===== src/csr_gen_params.svh =====
`ifndef CSR_GEN_PARAMS_SVH
`define CSR_GEN_PARAMS_SVH

// Request field widths
`define CSR_INDEX_W 32
`define CSR_SHIFT_W 5
`define CSR_ROUTE_W 8

// Request FIFO sizing
`define CSR_FIFO_DEPTH 16
`define CSR_FIFO_AW 4

// Occupancy that raises prog_full
`define CSR_FIFO_PROG_THRESH 8

`endif

===== src/csr_gen_pkg.sv =====
`default_nettype none

`include "csr_gen_params.svh"

package csr_gen_pkg;

    // Controller states
    typedef enum logic [2:0] {
        IDLE,
        SETUP,
        BUSY,
        PAUSE,
        DONE
    } gen_state_e;

    // One run of the generator
    typedef struct packed {
        logic [`CSR_INDEX_W-1:0] index_start;
        logic [`CSR_INDEX_W-1:0] index_end;
        logic [`CSR_INDEX_W-1:0] stride;
        logic                    step_down;
        logic                    shift_left;
        logic [`CSR_SHIFT_W-1:0] shift_amount;
        logic [`CSR_ROUTE_W-1:0] route;
    } index_config_t;

    // Memory request as queued in the FIFO
    typedef struct packed {
        logic [`CSR_INDEX_W-1:0] index;
        logic [`CSR_INDEX_W-1:0] base;
        logic [`CSR_INDEX_W-1:0] offset;
        logic [`CSR_ROUTE_W-1:0] route;
    } csr_request_t;

endpackage

`default_nettype wire


===== src/index_counter_if.sv =====
`timescale 1ns/1ns
`default_nettype none

`include "csr_gen_params.svh"

interface index_counter_if;
    logic                    enable;
    logic                    load;
    logic                    step_down;
    logic [`CSR_INDEX_W-1:0] load_value;
    logic [`CSR_INDEX_W-1:0] stride;
    logic [`CSR_INDEX_W-1:0] count;

    // Controller side
    modport ctrl (
        output enable, load, step_down, load_value, stride,
        input  count
    );

    // Stride counter side
    modport counter (
        input  enable, load, step_down, load_value, stride,
        output count
    );
endinterface

`default_nettype wire


===== src/csr_index_generator.sv =====
`timescale 1ns/1ns
`default_nettype none

`include "csr_gen_params.svh"

module csr_index_generator (
    input  logic                    ap_clk,
    input  logic                    areset_engine,
    input  logic                    config_valid,
    input  logic [`CSR_INDEX_W-1:0] index_start,
    input  logic [`CSR_INDEX_W-1:0] index_end,
    input  logic [`CSR_INDEX_W-1:0] stride,
    input  logic                    step_down,
    input  logic                    shift_left,
    input  logic [`CSR_SHIFT_W-1:0] shift_amount,
    input  logic [`CSR_ROUTE_W-1:0] route,
    input  logic                    pause,
    input  logic                    request_ready,
    output logic                    request_valid,
    output logic [`CSR_INDEX_W-1:0] request_index,
    output logic [`CSR_INDEX_W-1:0] request_base,
    output logic [`CSR_INDEX_W-1:0] request_offset,
    output logic [`CSR_ROUTE_W-1:0] request_route,
    output logic                    ready,
    output logic                    done
);

    csr_gen_pkg::index_config_t config_in;
    csr_gen_pkg::csr_request_t  push_data;
    csr_gen_pkg::csr_request_t  fifo_out;

    logic push;
    logic prog_full;

    index_counter_if cnt_if ();

    // ----------------------------------------------------------
    // Port packing
    // ----------------------------------------------------------
    always_comb begin
        config_in.index_start  = index_start;
        config_in.index_end    = index_end;
        config_in.stride       = stride;
        config_in.step_down    = step_down;
        config_in.shift_left   = shift_left;
        config_in.shift_amount = shift_amount;
        config_in.route        = route;
    end

    assign request_index  = fifo_out.index;
    assign request_base   = fifo_out.base;
    assign request_offset = fifo_out.offset;
    assign request_route  = fifo_out.route;

    index_gen_ctrl u_ctrl (
        .ap_clk        (ap_clk),
        .areset_engine (areset_engine),
        .config_valid  (config_valid),
        .config_in     (config_in),
        .pause         (pause),
        .prog_full     (prog_full),
        .cnt           (cnt_if.ctrl),
        .push          (push),
        .push_data     (push_data),
        .ready         (ready),
        .done          (done)
    );

    index_counter u_counter (
        .ap_clk        (ap_clk),
        .areset_engine (areset_engine),
        .cnt           (cnt_if.counter)
    );

    // Consumer pops with a plain read-enable level
    request_fifo u_fifo (
        .ap_clk        (ap_clk),
        .areset_engine (areset_engine),
        .push          (push),
        .push_data     (push_data),
        .pop           (request_ready),
        .out_data      (fifo_out),
        .out_valid     (request_valid),
        .prog_full     (prog_full)
    );

endmodule

`default_nettype wire


===== src/request_fifo.sv =====
`timescale 1ns/1ns
`default_nettype none

`include "csr_gen_params.svh"

module request_fifo (
    input  logic                      ap_clk,
    input  logic                      areset_engine,
    input  logic                      push,
    input  csr_gen_pkg::csr_request_t push_data,
    input  logic                      pop,
    output csr_gen_pkg::csr_request_t out_data,
    output logic                      out_valid,
    output logic                      prog_full
);

    localparam logic [`CSR_FIFO_AW:0] DEPTH_CNT  = `CSR_FIFO_DEPTH;
    localparam logic [`CSR_FIFO_AW:0] THRESH_CNT = `CSR_FIFO_PROG_THRESH;

    csr_gen_pkg::csr_request_t mem [`CSR_FIFO_DEPTH];

    logic [`CSR_FIFO_AW-1:0] wr_ptr;
    logic [`CSR_FIFO_AW-1:0] rd_ptr;
    logic [`CSR_FIFO_AW:0]   count;
    logic                    full;
    logic                    empty;
    logic                    do_push;
    logic                    do_pop;

    assign full    = (count == DEPTH_CNT);
    assign empty   = (count == '0);
    assign do_push = push && !full;
    assign do_pop  = pop && !empty;

    // Pointers, occupancy and flags
    always_ff @(posedge ap_clk) begin
        if (areset_engine) begin
            wr_ptr    <= '0;
            rd_ptr    <= '0;
            count     <= '0;
            out_valid <= 1'b0;
            prog_full <= 1'b0;
        end else begin
            if (do_push) begin
                wr_ptr <= wr_ptr + 1'b1;
            end
            if (do_pop) begin
                rd_ptr <= rd_ptr + 1'b1;
            end
            case ({do_push, do_pop})
                2'b10:   count <= count + 1'b1;
                2'b01:   count <= count - 1'b1;
                default: count <= count;
            endcase
            out_valid <= do_pop;
            prog_full <= (count >= THRESH_CNT);
        end
    end

    // Storage and registered read port
    always_ff @(posedge ap_clk) begin
        if (do_push) begin
            mem[wr_ptr] <= push_data;
        end
        if (do_pop) begin
            out_data <= mem[rd_ptr];
        end
    end

    // prog_full lag must never let the writer overrun the buffer
    a_no_push_when_full : assert property (
        @(posedge ap_clk) disable iff (areset_engine)
        push |-> !full
    );

endmodule

`default_nettype wire


===== src/index_gen_ctrl.sv =====
`timescale 1ns/1ns
`default_nettype none

`include "csr_gen_params.svh"

module index_gen_ctrl (
    input  logic                       ap_clk,
    input  logic                       areset_engine,
    input  logic                       config_valid,
    input  csr_gen_pkg::index_config_t config_in,
    input  logic                       pause,
    input  logic                       prog_full,
    index_counter_if.ctrl              cnt,
    output logic                       push,
    output csr_gen_pkg::csr_request_t  push_data,
    output logic                       ready,
    output logic                       done
);

    csr_gen_pkg::gen_state_e    state;
    csr_gen_pkg::gen_state_e    next_state;
    csr_gen_pkg::index_config_t cfg;
    csr_gen_pkg::csr_request_t  req;

    logic accept;
    logic stall;
    logic in_range;
    logic advance;

    assign accept = ready && config_valid;
    assign stall  = prog_full || pause;

    // Direction aware end test
    assign in_range = cfg.step_down ? (cnt.count > cfg.index_end)
                                    : (cnt.count < cfg.index_end);

    assign advance = (state == csr_gen_pkg::BUSY) && in_range && !stall;

    // ----------------------------------------------------------
    // State machine
    // ----------------------------------------------------------
    always_comb begin
        next_state = state;
        unique case (state)
            csr_gen_pkg::IDLE: begin
                if (accept) begin
                    next_state = csr_gen_pkg::SETUP;
                end
            end
            csr_gen_pkg::SETUP: begin
                next_state = csr_gen_pkg::BUSY;
            end
            csr_gen_pkg::BUSY: begin
                if (!in_range) begin
                    next_state = csr_gen_pkg::DONE;
                end else if (stall) begin
                    next_state = csr_gen_pkg::PAUSE;
                end
            end
            csr_gen_pkg::PAUSE: begin
                if (!stall) begin
                    next_state = csr_gen_pkg::BUSY;
                end
            end
            default: begin
                next_state = csr_gen_pkg::IDLE;
            end
        endcase
    end

    always_ff @(posedge ap_clk) begin
        if (areset_engine) begin
            state <= csr_gen_pkg::IDLE;
            ready <= 1'b0;
            done  <= 1'b0;
            push  <= 1'b0;
        end else begin
            state <= next_state;
            ready <= (next_state == csr_gen_pkg::IDLE);
            done  <= (next_state == csr_gen_pkg::IDLE);
            push  <= advance;
        end
    end

    // Run configuration held for the whole run
    always_ff @(posedge ap_clk) begin
        if (accept) begin
            cfg <= config_in;
        end
    end

    // ----------------------------------------------------------
    // Counter control and request formation
    // ----------------------------------------------------------
    assign cnt.enable     = (state == csr_gen_pkg::SETUP) || advance;
    assign cnt.load       = (state == csr_gen_pkg::SETUP);
    assign cnt.step_down  = cfg.step_down;
    assign cnt.load_value = cfg.index_start;
    assign cnt.stride     = cfg.stride;

    always_comb begin
        req.index  = cnt.count;
        req.base   = cfg.index_start;
        req.offset = cfg.shift_left ? (cnt.count << cfg.shift_amount)
                                    : (cnt.count >> cfg.shift_amount);
        req.route  = cfg.route;
    end

    always_ff @(posedge ap_clk) begin
        if (advance) begin
            push_data <= req;
        end
    end

    a_push_in_busy : assert property (
        @(posedge ap_clk) disable iff (areset_engine)
        push |-> state == csr_gen_pkg::BUSY
    );

    a_ready_in_idle : assert property (
        @(posedge ap_clk) disable iff (areset_engine)
        ready |-> state == csr_gen_pkg::IDLE
    );

endmodule

`default_nettype wire


===== src/index_counter.sv =====
`timescale 1ns/1ns
`default_nettype none

`include "csr_gen_params.svh"

module index_counter (
    input logic              ap_clk,
    input logic              areset_engine,
    index_counter_if.counter cnt
);

    logic [`CSR_INDEX_W-1:0] count_next;

    // Load wins over a stride step
    always_comb begin
        if (cnt.load) begin
            count_next = cnt.load_value;
        end else if (cnt.step_down) begin
            count_next = cnt.count - cnt.stride;
        end else begin
            count_next = cnt.count + cnt.stride;
        end
    end

    always_ff @(posedge ap_clk) begin
        if (areset_engine) begin
            cnt.count <= '0;
        end else if (cnt.enable) begin
            cnt.count <= count_next;
        end
    end

    // Index must hold while the controller has the counter stopped
    a_hold_when_disabled : assert property (
        @(posedge ap_clk) disable iff (areset_engine)
        !cnt.enable |=> $stable(cnt.count)
    );

endmodule

`default_nettype wire


===== config.mk =====
export PLATFORM = sky130hd
export DESIGN_NAME = csr_index_generator
export DESIGN_NICKNAME = d
export VERILOG_FILES = /design/src/csr_gen_pkg.sv /design/src/index_counter_if.sv /design/src/csr_index_generator.sv /design/src/request_fifo.sv /design/src/index_gen_ctrl.sv /design/src/index_counter.sv
export VERILOG_INCLUDE_DIRS = /design/src
export SDC_FILE = /design/constraint.sdc
export NUM_CORES = 2
export LEC_CHECK = 0
export BUFFER_PORTS_ARGS = -buffer_cell sky130_fd_sc_hd__buf_2
export CORE_MARGIN = 2
export CORE_UTILIZATION = 35
export CTS_BUF_LIST = sky130_fd_sc_hd__clkbuf_16
export CTS_CLUSTER_SIZE = 16
export DETAILED_ROUTE_END_ITERATION = 7
export PLACE_DENSITY = 0.62
export RECOVER_POWER = 100
export SLEW_MARGIN = 20
export SYNTH_ARGS = -nofsm -noshare
export SYNTH_HDL_FRONTEND = slang
export SYNTH_SLANG_ARGS = --single-unit

===== constraint.sdc =====
create_clock -name ap_clk -period 13 [get_ports ap_clk]
set_clock_uncertainty 0.05 [all_clocks]
set_input_delay 0 -clock ap_clk [delete_from_list [all_inputs] [get_ports ap_clk]]
set_output_delay 0 -clock ap_clk [all_outputs]
set_load 0.02 [all_outputs]

==> flow_summary.ini <==
[outcome]
status = finished, violations left
failed_checks = capacitance limit, slew limit

[finish]
layout.nets = 4544
final_common_cell = edfxtp_1
fin_cells = 7552
layout-drive-gt1-share = 0.214
fin_area_mm2 = 0.0938
finalCoreUtilization = 0.409
areaGrowthSynthToFinish_pct = 16.5
final_cell_mix = edfxtp_1 (1983), mux4_2 (560), dlygate4sd3_1 (226)

[yosys]
synth.distinct_cells = 76
synth.area.top_cells = edfxtp_1 (74%), mux4_2 (16%), dfxtp_1 (1.3%)
synthCells = 3822
synth_seq_area_share = 0.753
synthFlopType = edfxtp_1
ys_ff_latch = 2035
syn_area_mm2 = 0.0805
syn-num-nets = 4013
yosysTopAreaCellShare = 0.740
synth_edf_count = 1983
synth_top_area_cell = edfxtp_1
synth.avg_cell_area_um2 = 21.1
async_flop_share = 0
yosysWarnings = 0

[sta]
rsz0062_at_grt = false
maxSlewViolCount = 2259
finalCritPeriodShare = 0.606
period_needed_ns = 7.87
hold_viol = 0
fin_setup_tns_ns = 0
worst_pin_slew_ns = 4.59
setup_viol = 0
max_freq_mhz = 127
slew_headroom = -2.06

[grt]
grt_start_max_net_pins = 105
grt_first_pass_wirelength_mm = 298
track_usage = 0.176
grt_pass1_vias = 41035
gr-total-overflow = 0
antenna_found_initial = 16

[setup_path]
rrSetupSlack_ns = 5.13
cp_cell_sequence = or4_1, o21a_1, nand2_1, nor2_1, clkbuf_1, clkbuf_1
cpMaxStageDelayCell = clkbuf_1
rr_endpoint = u_fifo.mem[15][75]
reg2regPathDepth = 6
end_kind = flop
rr_startpoint = u_fifo.count[0]
cp_common_cell = clkbuf_1
worstSetupStartpointType = flop
slowest_delay_ns = 2.30
cp.arrival_ns = 8.21
cp_max_fo = 34
critPathKind = flop to flop
cp.required_ns = 13.34

[power_and_ir_drop]
clockPowerShare = 0.433
switchingPower_mw = 2.82
p_int_mw = 10.6
ir_drop_v = 0.000133
p_per_area_mw_per_mm2 = 143
power_leakage_nw = 28.8
p_total_mw = 13.4
switching_share = 0.210
p_seq_frac = 0.536
pwr-share-comb = 0.031

[place]
routabilityCongestion = 0.898
hpwl_mm = 120
placement.io_buffers = 222
dpl.cell_count = 6950
dpl-instance-area_mm2 = 0.0854

[route]
vias = 40731
viasPerCell = 5.39
drc = 0
ant_nets = 0
post_drt_wl_per_cell_um = 27.7
dr.pass1.iters = 6
postRouteWirelength_mm = 209
first_iter_violations = 4893

[floorplan]
core_mm2 = 0.229
start_util = 0.351
rows = 176
die_area_mm2 = 0.234
dieWidth_um = 484
die_h_um = 484
io_pins = 223

[cts]
cts_tree = yes
htree_num_levels = 4
clock_latency_ns = 0.85
clk_pin_slew_ns = 0.06
cts.sinks = 2035
cts_made_buffers = 200
post_cts_buffers = 0
cts-root-buf = clkbuf_16
clk_path_buf_depth = 3

[hold_path]
min_from = pause
hold_depth = 4
hold_path_class = input port to flop
hold_end = u_ctrl.state[0]

[flow_run]
drv_cap = 61
==> worst max path at each step <==
stage          depth (start not counted)                      end               startpoint  slack (ns)
2_1_floorplan                          5         u_fifo.mem[3][0]          u_fifo.count[0]        4.19
3_3_place_gp                          13  u_counter.cnt.count[25]  u_counter.cnt.count[17]        8.23
3_5_place_dp                          13  u_counter.cnt.count[25]  u_counter.cnt.count[17]        8.18
4_1_cts                               13  u_counter.cnt.count[25]  u_counter.cnt.count[17]        8.14
5_1_grt                                4     u_fifo.out_data[103]         u_fifo.rd_ptr[0]        4.04
6_report                               6       u_fifo.mem[15][75]          u_fifo.count[0]        5.13
==> timing repair <==
action | in CTS | in global routing
hold endpoints to repair | 148 | 2
gates resized for setup | 0 | 0
hold buffers | 224 | 2
==> critical path: cells and delay by family, from the launching register on <==
| kind | cells | cell delay (ns) |
|---|---|---|
| AO/OA/AOI/OAI | 1 | 0.43 |
| flip-flops | 1 | 0.38 |
| AND/OR/NAND/NOR | 3 | 2.74 |
| buffers and inverters | 2 | 3.78 |
==> cell families after synthesis <==
kind of cell | after synthesis | share of synthesized area
xor gates and xnor gates | 63 | 0.00695
adders and majority gates | 75 | 0.0118
AOI/OAI and AO/OA | 333 | 0.0260
buffers and inverters | 261 | 0.0127
DFF | 2035 | 0.753
muxes | 626 | 0.165
and+or+nand+nor | 429 | 0.0249
==> synthesized netlist by cell type (all sizes together) (52+ instances only) <==
library cell	number
clkbuf	125
mux2i	59
edfxtp	1983
ha	73
a21oi	112
mux4	560
nor2	156
nand2	100
dfxtp	52
inv	62
o21ai	82
buf	73
==> final cells by class <==
cell class / count / area (µm²)
antenna: 2 / 5.00
clock inverter: 171 / 1600
fill: 20104 / 135000
timing repair buffer: 527 / 3600
sequential: 2035 / 60600
inverter: 63 / 243
tap: 3026 / 3790
multi-input combinational: 1526 / 18900
clock buffer: 202 / 5050
==> routing by layer <==
| metal | GRT usage | vias to the layer above | wire length (µm) |
|---|---|---|---|
| met5 | 0 | - | 78 |
| met1 | 0.243 | 21758 | 86900 |
| met3 | 0.0338 | 309 | 14700 |
| li1 | - | 17013 | - |
| met4 | 0.0525 | 12 | 5930 |
| met2 | 0.282 | 1639 | 101000 |
==> flip-flops by register name (all words and copies together), names as in the netlist <==
signal / cells
u_fifo.count: 5
u_ctrl.push_data: 104
u_ctrl.cnt.load_value: 32
u_ctrl.state: 3
u_ctrl.ready: 1
u_fifo.out_data: 104
u_fifo.mem: 1664
u_fifo.wr_ptr: 4
u_ctrl.push: 1
u_fifo.prog_full: 1
u_ctrl.cnt.step_down: 1
u_fifo.out_valid: 1
u_counter.cnt.count: 32
u_ctrl.cfg: 46
u_fifo.rd_ptr: 4
u_ctrl.cnt.stride: 32
==> power groups by stage <==
stage	logic [mW]	clock network (mW)	registers, mW
finish	0.414	5.82	7.20
global placement	0.361	0	7.34
CTS	0.415	5.93	7.20
floorplan	0.237	0	7.31
global route	0.448	6.19	7.20
detailed placement	0.361	0	7.34
==> stage by stage <==
stage | setup WS, ns | hold WS, ns
2_1_floorplan | 4.19 | 0.0489
3_3_place_gp | 8.23 | 0.128
3_5_place_dp | 8.18 | 0.128
4_1_cts | 8.14 | 0.00158
5_1_grt | 4.04 | 0.193
6_report | 5.13 | 0.228
(Power assumes the default switching activity.)
